## src/rtl/ilv_defs.svh

```systemverilog
`ifndef ILV_DEFS_SVH
`define ILV_DEFS_SVH

// Set to 1 for the full-size FPGA build, 0 for the small simulation geometry
`define ILV_ON_FPGA 0

// Block geometry, rows are walked fastest and columns slowest
`define ILV_ROWS ((`ILV_ON_FPGA != 0) ? 72 : 6)
`define ILV_COLS ((`ILV_ON_FPGA != 0) ? 176 : 8)

// Address step from one row to the next
`define ILV_STRIDE ((`ILV_ON_FPGA != 0) ? 240 : 10)

// Cycles from a read strobe to its data valid
`define ILV_READ_LAT 4

// Frame period is TMR_PRESCALE * TMR_COUNT clock cycles
`define TMR_PRESCALE 16
`define TMR_COUNT ((`ILV_ON_FPGA != 0) ? 2500000 : 32)

// CRC-8, x^8 + x^2 + x + 1
`define CRC_POLY 8'h07

`endif

```

## src/rtl/ilv_pkg.sv

```systemverilog
package ilv_pkg;

   // Row index inside a block
   typedef logic [8:0] row_t;

   // Column index inside a block
   typedef logic [7:0] col_t;

   // Memory address, row times stride plus column
   typedef logic [16:0] addr_t;

   typedef logic [7:0] byte_t;

   // Reads issued or bytes received within one block
   typedef logic [13:0] rd_count_t;

endpackage

```

## src/rtl/ctrl_pkg.sv

```systemverilog
package ctrl_pkg;

   // Block reader FSM
   typedef enum logic [1:0]
   {
      IDLE  = 2'd0,
      READ  = 2'd1,
      DRAIN = 2'd2
   } reader_state_e;

   typedef logic [7:0] crc_t;

endpackage

```

## src/rtl/frame_timer.sv

```systemverilog
`timescale 1ns/1ns
`include "ilv_defs.svh"

module frame_timer
(
   input  logic clk,
   input  logic reset_n,
   output logic frame_irq
);

   localparam int SLOW_W = $clog2(`TMR_COUNT);

   logic [3:0]        prescale;
   logic              tick;
   logic [SLOW_W-1:0] slow_cnt;
   logic              wrap;

   // One-cycle enable every TMR_PRESCALE clocks
   assign tick = (prescale == 4'(`TMR_PRESCALE - 1));
   assign wrap = tick && (slow_cnt == SLOW_W'(`TMR_COUNT - 1));

   always_ff @(posedge clk or negedge reset_n)
   begin
      if (!reset_n)
      begin
         prescale <= '0;
      end
      else if (tick)
      begin
         prescale <= '0;
      end
      else
      begin
         prescale <= prescale + 4'd1;
      end
   end

   always_ff @(posedge clk or negedge reset_n)
   begin
      if (!reset_n)
      begin
         slow_cnt  <= '0;
         frame_irq <= 1'b0;
      end
      else
      begin
         frame_irq <= wrap;
         if (wrap)
         begin
            slow_cnt <= '0;
         end
         else if (tick)
         begin
            slow_cnt <= slow_cnt + 1'b1;
         end
      end
   end

   a_irq_single: assert property (@(posedge clk) disable iff (!reset_n)
      frame_irq |=> !frame_irq);

endmodule

```

## src/rtl/read_ctrl.sv

```systemverilog
`timescale 1ns/1ns
`include "ilv_defs.svh"

module read_ctrl
(
   input  logic clk,
   input  logic reset_n,
   input  logic frame_irq,
   input  logic enable,
   input  logic hold,
   input  logic block_done,
   output logic mem_rd_ena,
   output logic overrun
);

   localparam int BLOCK_LEN = `ILV_ROWS * `ILV_COLS;

   ctrl_pkg::reader_state_e state;
   ilv_pkg::rd_count_t      issued;
   logic                    last_strobe;

   // Hold takes effect at once so no strobe slips out after it rises
   assign mem_rd_ena  = (state == ctrl_pkg::READ) && !hold;
   assign last_strobe = mem_rd_ena && (issued == ilv_pkg::rd_count_t'(BLOCK_LEN - 1));

   always_ff @(posedge clk or negedge reset_n)
   begin
      if (!reset_n)
      begin
         state  <= ctrl_pkg::IDLE;
         issued <= '0;
      end
      else
      begin
         case (state)
            ctrl_pkg::IDLE:
            begin
               if (frame_irq && enable)
               begin
                  state <= ctrl_pkg::READ;
               end
            end
            ctrl_pkg::READ:
            begin
               if (last_strobe)
               begin
                  state  <= ctrl_pkg::DRAIN;
                  issued <= '0;
               end
               else if (mem_rd_ena)
               begin
                  issued <= issued + 1'b1;
               end
            end
            ctrl_pkg::DRAIN:
            begin
               // Wait for the CRC block to see the last byte come back
               if (block_done)
               begin
                  state <= ctrl_pkg::IDLE;
               end
            end
            default:
            begin
               state <= ctrl_pkg::IDLE;
            end
         endcase
      end
   end

   // A frame that finds the reader busy is dropped and reported
   always_ff @(posedge clk or negedge reset_n)
   begin
      if (!reset_n)
      begin
         overrun <= 1'b0;
      end
      else
      begin
         overrun <= frame_irq && (state != ctrl_pkg::IDLE);
      end
   end

   a_ena_in_read: assert property (@(posedge clk) disable iff (!reset_n)
      mem_rd_ena |-> (state == ctrl_pkg::READ));

   a_ena_no_hold: assert property (@(posedge clk) disable iff (!reset_n)
      hold |-> !mem_rd_ena);

endmodule

```

## src/rtl/mem_source.sv

```systemverilog
`timescale 1ns/1ns
`include "ilv_defs.svh"

module mem_source
(
   input  logic           clk,
   input  logic           reset_n,
   input  logic           mem_rd_ena,
   output ilv_pkg::byte_t mem_data,
   output logic           mem_data_valid
);

   ilv_pkg::row_t            row;
   ilv_pkg::col_t            col;
   ilv_pkg::addr_t           addr;
   ilv_pkg::byte_t           rd_byte;
   logic [`ILV_READ_LAT-1:0] rd_pipe;
   logic                     row_last;
   logic                     col_last;

   assign row_last = (row == ilv_pkg::row_t'(`ILV_ROWS - 1));
   assign col_last = (col == ilv_pkg::col_t'(`ILV_COLS - 1));

   // Strobe delay line, bit n marks a read in stage n
   always_ff @(posedge clk or negedge reset_n)
   begin
      if (!reset_n)
      begin
         rd_pipe <= '0;
      end
      else
      begin
         rd_pipe <= {rd_pipe[`ILV_READ_LAT-2:0], mem_rd_ena};
      end
   end

   // Rows run fastest, the column steps once per full pass of rows
   always_ff @(posedge clk or negedge reset_n)
   begin
      if (!reset_n)
      begin
         row <= '0;
         col <= '0;
      end
      else if (rd_pipe[0])
      begin
         if (row_last)
         begin
            row <= '0;
            if (col_last)
            begin
               col <= '0;
            end
            else
            begin
               col <= col + 1'b1;
            end
         end
         else
         begin
            row <= row + 1'b1;
         end
      end
   end

   // Address, lookup and output stages of the read pipeline
   always_ff @(posedge clk)
   begin
      if (rd_pipe[0])
      begin
         addr <= ilv_pkg::addr_t'(row) * ilv_pkg::addr_t'(`ILV_STRIDE)
               + ilv_pkg::addr_t'(col);
      end
      if (rd_pipe[1])
      begin
         rd_byte <= addr[16:9] ^ addr[7:0];
      end
      if (rd_pipe[2])
      begin
         mem_data <= rd_byte;
      end
   end

   assign mem_data_valid = rd_pipe[`ILV_READ_LAT-1];

   a_row_range: assert property (@(posedge clk) disable iff (!reset_n)
      row < ilv_pkg::row_t'(`ILV_ROWS));

endmodule

```

## src/rtl/block_crc.sv

```systemverilog
`timescale 1ns/1ns
`include "ilv_defs.svh"

module block_crc
(
   input  logic           clk,
   input  logic           reset_n,
   input  logic           mem_data_valid,
   input  ilv_pkg::byte_t mem_data,
   output logic           block_done,
   output ctrl_pkg::crc_t block_crc_value
);

   localparam int BLOCK_LEN = `ILV_ROWS * `ILV_COLS;

   ctrl_pkg::crc_t     crc;
   ctrl_pkg::crc_t     crc_next;
   ilv_pkg::rd_count_t byte_cnt;
   logic               last_byte;

   // MSB-first CRC-8 over one byte
   function automatic ctrl_pkg::crc_t crc8_fold(ctrl_pkg::crc_t crc_in, ilv_pkg::byte_t data);
      ctrl_pkg::crc_t c;
      c = crc_in ^ data;
      for (int i = 0; i < 8; i++)
      begin
         if (c[7])
         begin
            c = (c << 1) ^ `CRC_POLY;
         end
         else
         begin
            c = c << 1;
         end
      end
      return c;
   endfunction

   assign crc_next  = crc8_fold(crc, mem_data);
   assign last_byte = mem_data_valid && (byte_cnt == ilv_pkg::rd_count_t'(BLOCK_LEN - 1));

   always_ff @(posedge clk or negedge reset_n)
   begin
      if (!reset_n)
      begin
         crc        <= '0;
         byte_cnt   <= '0;
         block_done <= 1'b0;
      end
      else
      begin
         block_done <= last_byte;
         if (last_byte)
         begin
            crc      <= '0;
            byte_cnt <= '0;
         end
         else if (mem_data_valid)
         begin
            crc      <= crc_next;
            byte_cnt <= byte_cnt + 1'b1;
         end
      end
   end

   always_ff @(posedge clk)
   begin
      if (last_byte)
      begin
         block_crc_value <= crc_next;
      end
   end

endmodule

```

## src/rtl/block_reader_top.sv

```systemverilog
`timescale 1ns/1ns

module block_reader_top
(
   input  logic           clk,
   input  logic           reset_n,
   input  logic           enable,
   input  logic           hold,
   output ilv_pkg::byte_t mem_data,
   output logic           mem_data_valid,
   output logic           frame_irq,
   output logic           block_done,
   output logic           overrun,
   output ctrl_pkg::crc_t block_crc_value
);

   logic mem_rd_ena;

   frame_timer u_frame_timer
   (
      .clk       (clk),
      .reset_n   (reset_n),
      .frame_irq (frame_irq)
   );

   read_ctrl u_read_ctrl
   (
      .clk        (clk),
      .reset_n    (reset_n),
      .frame_irq  (frame_irq),
      .enable     (enable),
      .hold       (hold),
      .block_done (block_done),
      .mem_rd_ena (mem_rd_ena),
      .overrun    (overrun)
   );

   mem_source u_mem_source
   (
      .clk            (clk),
      .reset_n        (reset_n),
      .mem_rd_ena     (mem_rd_ena),
      .mem_data       (mem_data),
      .mem_data_valid (mem_data_valid)
   );

   block_crc u_block_crc
   (
      .clk             (clk),
      .reset_n         (reset_n),
      .mem_data_valid  (mem_data_valid),
      .mem_data        (mem_data),
      .block_done      (block_done),
      .block_crc_value (block_crc_value)
   );

endmodule

```

## config.mk

```make
export PLATFORM = sky130hd
export DESIGN_NAME = block_reader_top
export DESIGN_NICKNAME = d
export VERILOG_FILES = /design/src/rtl/ilv_pkg.sv /design/src/rtl/ctrl_pkg.sv /design/src/rtl/frame_timer.sv /design/src/rtl/read_ctrl.sv /design/src/rtl/mem_source.sv /design/src/rtl/block_crc.sv /design/src/rtl/block_reader_top.sv
export VERILOG_INCLUDE_DIRS = /design/src /design/src/rtl
export SDC_FILE = /design/constraint.sdc
export NUM_CORES = 1
export LEC_CHECK = 0
export BUFFER_PORTS_ARGS = -buffer_cell sky130_fd_sc_hd__buf_2
export CELL_PAD_IN_SITES_DETAIL_PLACEMENT = 0
export CELL_PAD_IN_SITES_GLOBAL_PLACEMENT = 1
export CORE_MARGIN = 3
export CORE_UTILIZATION = 52
export CTS_BUF_LIST = sky130_fd_sc_hd__clkbuf_8
export CTS_CLUSTER_DIAMETER = 150
export DETAILED_ROUTE_END_ITERATION = 16
export GPL_TIMING_DRIVEN = 0
export PLACE_DENSITY_LB_ADDON = 0.1
export SLEW_MARGIN = 20
export SYNTH_ARGS = -nofsm -noshare
export SYNTH_HDL_FRONTEND = slang
export SYNTH_SLANG_ARGS = --single-unit
```

## constraint.sdc

```tcl
create_clock -name clk -period 3.8 [get_ports clk]
set_clock_uncertainty 0.2 [all_clocks]
set_input_delay 0.76 -clock clk [delete_from_list [all_inputs] [get_ports clk]]
set_output_delay 0.76 -clock clk [all_outputs]
set_load 0.1 [all_outputs]
```

==> metrics.csv, run 1 <==
stage,metric,value,unit
layout,Layout area overhead,9.96,%
synth,register area share after synthesis,54.8,%
clocking,Post-CTS Setup Inserts,0,
routing,met3 WL post-DR,292,µm
synth,Main synth FF type,dfrtp_1,
routing,wl on met1,3860,µm
synth,simple-gate share of the synthesized area,13.9,%
floorplanning,Ports,24,
clocking,Root Driver,clkbuf_8,
layout,layout net count,524,
synth,Syn Inst Count,454,
job,MaxCap Viol Count,0,
synth,synthesized flop and latch total,108,
synth,top-area cell type share of the netlist area,33.7,%
sta,setup_tns,0,ns
clocking,cts bufs inserted,9,
routing,routed len/inst,13.4,µm
routing,antenna-violating nets left,0,
global_routing,Tot GR Track Use,16.2,%
placement,GP Congestion,0.800,
critical_path,CP startpoint kind,register,
global_routing,grt ovf,0,
global_routing,initial antenna violation count,0,
synth,Post-synth top cells,"dfrtp_1 (71), xnor2_1 (48), nand2_1 (39)",
floorplanning,Std-Cell Rows,36,
worst_hold_path,Hold Crit Class,in2async,
synth,mux cell area share after synthesis,0.878,%
routing,drt total wl,8400,µm
synth,adder-cell share of the synthesized area,7.64,%
clocking,Clock Latency Late Sink,0.37,ns
power,Leak,2.52,nW
sta,Tcrit/Tclk final,96.2,%
global_routing,first-pass GRT wire length,14800,µm
synth,Post-synth EDFFs,37,
synth,Post-synth ARST share,65.7,%
clocking,hold buffers post-CTS,0,
clocking,H-Tree Level Count,3,
layout,diode count,0,
critical_path,worst-path fanout max,8,
sta,Final Hold Viols,0,
sta,final setup vio count,0,
sta,Slew HR,37.0,%
outcome,status,"finished, final reports clean",
routing,DRC,0,
layout,share of cells above drive strength 1,11.1,%
placement,Port Buffers,23,
sta,RSZ-0062 raised after global routing,false,
clocking,CTS Sinks,108,
synth,"count leader, synth",dfrtp_1,
floorplanning,Starting Density,53.7,%
clocking,Worst-path clk slew,0.11,ns
sta,Slew @ Worst Pin,0.938,ns
synth,syn_nets,489,
placement,Post-DP HPWL,6130,µm
sta,Fmax,273,MHz
sta,pins over their slew limit,0,
critical_path,CP Capture Type,register,
layout,FILL cells,825,
synth,main combinational cell family by area after synthesis,simple AND/OR/NAND/NOR gates,
sta,minimum clock period,3.66,ns
global_routing,vias in the first global route,3216,
routing,Iter 0 DRT Violations,124,
synth,Syn Area/Cell,11.6,µm²
routing,drt pass-1 iters,6,
critical_path,crit path kind,reg2reg,
synth,post-synthesis xor/xnor area fraction,12.4,%
power,Peak VDD IR,0.328,mV
routing,vias after detailed routing,3265,
synth,mapped cell area,5270,µm²
clocking,CTS max path bufs,2,
critical_path,worst endpoint data arrival time,3.59,ns
critical_path,Worst EP required,3.73,ns
floorplanning,Die W,107,µm
routing,Avg Vias per Cell,5.21,
floorplanning,Die Ht,107,µm
routing,met2 wire length,4130,µm
synth,top cell type by total area after synthesis,dfrtp_1,
power,P per Cell Area,337,nW/µm²
clocking,CTS tree,done,
synth,"Distinct cells, synth",51,
floorplanning,die area,11400,µm²
synth,Synth warnings,0,
global_routing,largest net degree at the start of global routing,41,
synth,Area contributors post-synth,"dfrtp_1 (34%), edfxtp_1 (21%), xnor2_1 (8.0%), ha_1 (6.9%), xor2_1 (3.8%)",
synth,Synth Area in Compound Gates,8.42,%
power,Design Power,1.96,mW
floorplanning,total core area,9820,µm²
routing,top layer in use,met4,
-- registers in the layout, summed over array words and instances (netlist names) --
| name | cells |
|---|---|
| u_frame_timer.prescale | 4 |
| u_mem_source.col | 8 |
| u_mem_source.mem_data | 8 |
| u_mem_source.rd_byte | 8 |
| u_mem_source.addr | 13 |
| u_frame_timer.slow_cnt | 5 |
| u_read_ctrl.issued | 14 |
| u_block_crc.block_crc_value | 8 |
| u_frame_timer.frame_irq | 1 |
| u_read_ctrl.overrun | 1 |
| u_block_crc.crc | 8 |
| u_block_crc.block_done | 1 |
| u_mem_source.row | 9 |
| u_mem_source.rd_pipe | 4 |
| u_block_crc.byte_cnt | 14 |
| u_read_ctrl.state | 2 |
-- worst paths after layout --
kind | start | endpoint | slack (ns) | cells after the start
worst max-delay path | u_mem_source.row[3] | u_mem_source.addr[9] | 0.14 | 11
worst min-delay path | reset_n | u_block_crc.crc[6] | 0.15 | 1
worst max register to register | u_mem_source.row[3] | u_mem_source.addr[9] | 0.14 | 11
worst min register to register | u_mem_source.rd_byte[2] | u_mem_source.mem_data[2] | 0.22 | 0
max in group asynchronous | reset_n | u_mem_source.row[2] | 2.66 | 2
min in group clk | u_mem_source.rd_byte[2] | u_mem_source.mem_data[2] | 0.22 | 0
-- critical path: stages, from the launching register on --
cell	delay, ns
dfrtp_2	0.48
ha_1	0.29
ha_1	0.24
fa_1	0.44
ha_1	0.33
o21a_1	0.12
o31a_1	0.15
o41ai_4	0.39
mux2_4	0.34
a21o_1	0.18
o221ai_2	0.18
xnor2_1	0.09
-- timing repair --
action | in CTS | in global routing
endpoints found under the hold margin | 0 | 0
gates resized for setup | 0 | 3
setup endpoints to repair | 0 | 1
-- power breakdown --
part | internal, mW | total [mW] | switching [mW]
logic | 0.00346 | 0.0187 | 0.0153
registers | 1.20 | 1.20 | 0
clock network | 0.323 | 0.742 | 0.419
-- cell families after synthesis --
logic type | count (synthesis)
flip-flops | 108
AO/OA/AOI/OAI | 67
XOR/XNOR | 73
multiplexers | 4
buffers and inverters | 27
AND/OR/NAND/NOR | 143
other | 1
adder cells (fa/ha/maj) | 31
-- cell usage in the layout, fill, tap and decap left out, types with 3 or more instances in the layout --
| cell type | count |
|---|---|
| a211oi_1 | 3 |
| a21o_1 | 8 |
| a21oi_1 | 12 |
| and3_1 | 6 |
| and4_1 | 3 |
| buf_2 | 23 |
| clkbuf_1 | 3 |
| clkbuf_8 | 9 |
| dfrtp_1 | 69 |
| edfxtp_1 | 37 |
| ha_1 | 28 |
| inv_1 | 22 |
| inv_8 | 3 |
| nand2_1 | 39 |
| nand2b_1 | 9 |
| nand3_1 | 16 |
| nand4_1 | 10 |
| nor2_1 | 36 |
| nor3_1 | 10 |
| o21a_1 | 3 |
| o21ai_0 | 17 |
| o21ai_1 | 7 |
| o22ai_1 | 5 |
| xnor2_1 | 48 |
| xor2_1 | 23 |
-- area by class of cell --
class	instances	area, µm²	share of cell area, %
Clock buffer	9	124	2.14
Tap cell	133	166	2.87
Timing Repair Buffer	24	138	2.37
Inverter	22	82.6	1.42
Sequential cell	108	2890	49.8
Clock inverter	7	92.6	1.60
Multi-Input combinational cell	319	2280	39.4
Buffer	5	21.3	0.367
-- layer usage --
| layer | vias to the layer above | track usage, % |
|---|---|---|
| met3 | 8 | 4.94 |
| met2 | 34 | 27.9 |
| met1 | 1563 | 20.0 |
| met5 | - | 0 |
| met4 | 0 | 3.84 |
| li1 | 1660 | - |
-- metrics by stage --
step | instances | cell area [µm²] | util, % | setup WS [ns] | hold WS [ns]
after floorplan | 454 | 5270 | - | 0.361 | 0.200
after global placement | 610 | 5560 | 56.6 | 0.0952 | 0.201
after detailed placement | 611 | 5580 | 56.8 | 0.106 | 0.205
after CTS | 627 | 5790 | 59.0 | 0.104 | 0.157
after global routing | 627 | 5800 | 59.1 | 0.0154 | 0.165
final | 627 | 5800 | 59.1 | 0.143 | 0.150
No activity file was read; power rests on OpenSTA's default activity.
==> run 2, diff against run 1 <==
- clock period: 3.8 -> 3.6 ns (I/O delays scaled with it)
==> run 2 against run 1 <==
Net effect:
- final area up 0.76%
- via count up 1.0%
- setup slack worse by 0.042 ns
- largest cell class unchanged
- global-route usage up 0.080 points
- fmax up 4.5%
- hold slack worse by 0.041 ns
- routed wire length up 1.0%
- clock-buffer cell count unchanged
- non-clock buffer count up 5
- die area unchanged
- cell count up 0.80%
==> metrics.csv, run 2 (synthesized netlist as in run 1, its figures left out) <==
stage,metric,value,unit,change
layout,Layout area overhead,10.8,%,was 9.96%
layout,post-layout util,59.5,%,was 59.1%
clocking,Root Driver,clkbuf_8,,unchanged
floorplanning,total core area,9820,µm²,unchanged
clocking,CTS Sinks,108,,unchanged
routing,drt total wl,8490,µm,was 8400 µm
critical_path,R2R depth,13,,was 11
clocking,CTS max path bufs,2,,unchanged
layout,diode count,0,,unchanged
critical_path,Reg2Reg Setup Slack,0.10,ns,was 0.14 ns
critical_path,worst reg2reg path startpoint,u_mem_source.row[4],,was u_mem_source.row[3]
power,P per Cell Area,353,nW/µm²,was 337 nW/µm²
sta,setup_tns,0,ns,unchanged
floorplanning,Die Ht,107,µm,unchanged
routing,routed len/inst,13.4,µm,about the same
sta,final setup vio count,0,,unchanged
routing,vias after detailed routing,3299,,"was 3,265"
sta,Fmax,286,MHz,was 273 MHz
sta,minimum clock period,3.50,ns,was 3.66 ns
global_routing,vias in the first global route,3237,,"was 3,216"
sta,pins over their slew limit,0,,unchanged
routing,drt pass-1 iters,4,,was 6
floorplanning,die area,11400,µm²,unchanged
sta,Slew @ Worst Pin,0.938,ns,unchanged
critical_path,worst endpoint data arrival time,3.43,ns,was 3.59 ns
critical_path,FF-to-FF End,u_mem_source.addr[9],,unchanged
critical_path,worst-path fanout max,7,,was 8
critical_path,Critical Path Source,u_mem_source.row[4],,was u_mem_source.row[3]
critical_path,CP startpoint kind,register,,unchanged
sta,Final WS setup,0.101,ns,was 0.143 ns
clocking,hold buffers post-CTS,0,,unchanged
global_routing,first-pass GRT wire length,14800,µm,about the same
worst_hold_path,Hold Crit Class,in2async,,unchanged
layout,"commonest cells after routing, fill and taps aside","dfrtp_1 (69), xnor2_1 (48), nand2_1 (39), edfxtp_1 (37), nor2_1 (35)",,"was dfrtp_1 (69), xnor2_1 (48), nand2_1 (39), edfxtp_1 (37), nor2_1 (36)"
clocking,H-Tree Level Count,3,,unchanged
job,MaxCap Viol Count,0,,unchanged
global_routing,initial antenna violation count,0,,unchanged
layout,"commonest non-fill, non-tap cell in the layout",dfrtp_1,,unchanged
layout,top flop regs,"u_block_crc.byte_cnt x14, u_read_ctrl.issued x14, u_mem_source.addr x13",,unchanged
global_routing,largest net degree at the start of global routing,41,,unchanged
routing,antenna-violating nets left,0,,unchanged
outcome,status,"finished, final reports clean",,unchanged
layout,share of cells above drive strength 1,12.4,%,was 11.1%
placement,Post-DP HPWL,6130,µm,unchanged
placement,Port Buffers,23,,unchanged
sta,Final Hold Viols,0,,unchanged
floorplanning,Ports,24,,unchanged
clocking,Clock Latency Late Sink,0.38,ns,was 0.37 ns
critical_path,Worst EP required,3.53,ns,was 3.73 ns
clocking,cts bufs inserted,9,,unchanged
placement,GP Congestion,0.800,,unchanged
power,Peak VDD IR,0.348,mV,was 0.328 mV
global_routing,Tot GR Track Use,16.3,%,was 16.2%
placement,dpl ws,-0.0939,ns,was 0.106 ns
floorplanning,Die W,107,µm,unchanged
clocking,Worst-path clk slew,0.11,ns,about the same
sta,Tcrit/Tclk final,97.2,%,was 96.2%
sta,Slew HR,37.0,%,unchanged
critical_path,CP Capture Type,register,,unchanged
clocking,CTS tree,done,,unchanged
routing,Iter 0 DRT Violations,119,,was 124
floorplanning,Std-Cell Rows,36,,unchanged
layout,layout net count,529,,was 524
critical_path,crit path kind,reg2reg,,unchanged
sta,hold_ws,0.109,ns,was 0.150 ns
routing,Avg Vias per Cell,5.22,,was 5.21
power,Leak,2.55,nW,was 2.52 nW
floorplanning,Starting Density,53.7,%,unchanged
global_routing,grt ovf,0,,unchanged
routing,DRC,0,,unchanged
-- run 2: changes by cell type in the layout (fill, tap and decap cells not counted) --
cell / before / now
nor2_2: 0 / 1
buf_4: 1 / 6
a21oi_2: 0 / 1
a21oi_1: 12 / 11
nor2_1: 36 / 35
-- run 2: worst max-delay path, cell delays in order, from the launching register on --
cell and delay, ns:
dfrtp_1 0.48, ha_1 0.36, ha_1 0.32, a21o_1 0.20, a21oi_2 0.18, xnor2_1 0.14
ha_2 0.31, nor2_1 0.14, nor2_2 0.07, o41ai_4 0.07, mux2_4 0.33, a21o_1 0.18
o221ai_2 0.18, xnor2_1 0.09
-- run 2: power by group --
| group | leakage [nW] | switching (mW) | internal, mW |
|---|---|---|---|
| registers | 1.27 | 0 | 1.26 |
| clock network | 0.108 | 0.442 | 0.341 |
| logic | 1.18 | 0.0160 | 0.00366 |
| total | 2.55 | 0.458 | 1.61 |
-- run 2: how the worst max path moves through the flow --
| stage | end | slack (ns) |
|---|---|---|
| 2_1_floorplan | u_mem_source.addr[9] | 0.16 |
| 3_3_place_gp | u_mem_source.addr[9] | -0.10 |
| 3_5_place_dp | u_mem_source.addr[9] | -0.09 |
| 4_1_cts | u_mem_source.addr[9] | 0.03 |
| 5_1_grt | u_mem_source.addr[9] | -0.02 |
| 6_report | u_mem_source.addr[9] | 0.10 |
-- run 2: cell type report --
| class | count | area [µm²] |
|---|---|---|
| fill | 823 | 3980 |
| clock buffer | 9 | 124 |
| inverter | 22 | 82.6 |
| tap | 133 | 166 |
| clock inverter | 7 | 92.6 |
| multi-input combinational | 319 | 2290 |
| buffer | 5 | 21.3 |
| timing repair buffer | 29 | 175 |
| sequential | 108 | 2890 |
-- run 2: per-layer routing --
metal / routed length, µm / GRT usage (%) / vias up
met5: 0 / 0 / -
met1: 3810 / 20.1 / 1584
met2: 4260 / 27.9 / 38
li1: - / - / 1671
met4: 89 / 4.20 / 0
met3: 336 / 4.94 / 6
-- run 2: stage by stage --
| stage | instances | instance area (µm²) | total power [mW] |
|---|---|---|---|
| 4_1_cts | 630 | 5820 | 2.10 |
| 3_5_place_dp | 611 | 5580 | 1.31 |
| 2_1_floorplan | 454 | 5270 | 1.29 |
| 6_report | 632 | 5840 | 2.07 |
| 5_1_grt | 632 | 5840 | 2.15 |
| 3_3_place_gp | 610 | 5560 | 1.31 |
-- run 2: repair_timing --
item	CTS	global route
gates resized for setup	4	1
setup buffers	3	2
pin swaps	1	1
setup endpoints to repair	1	1
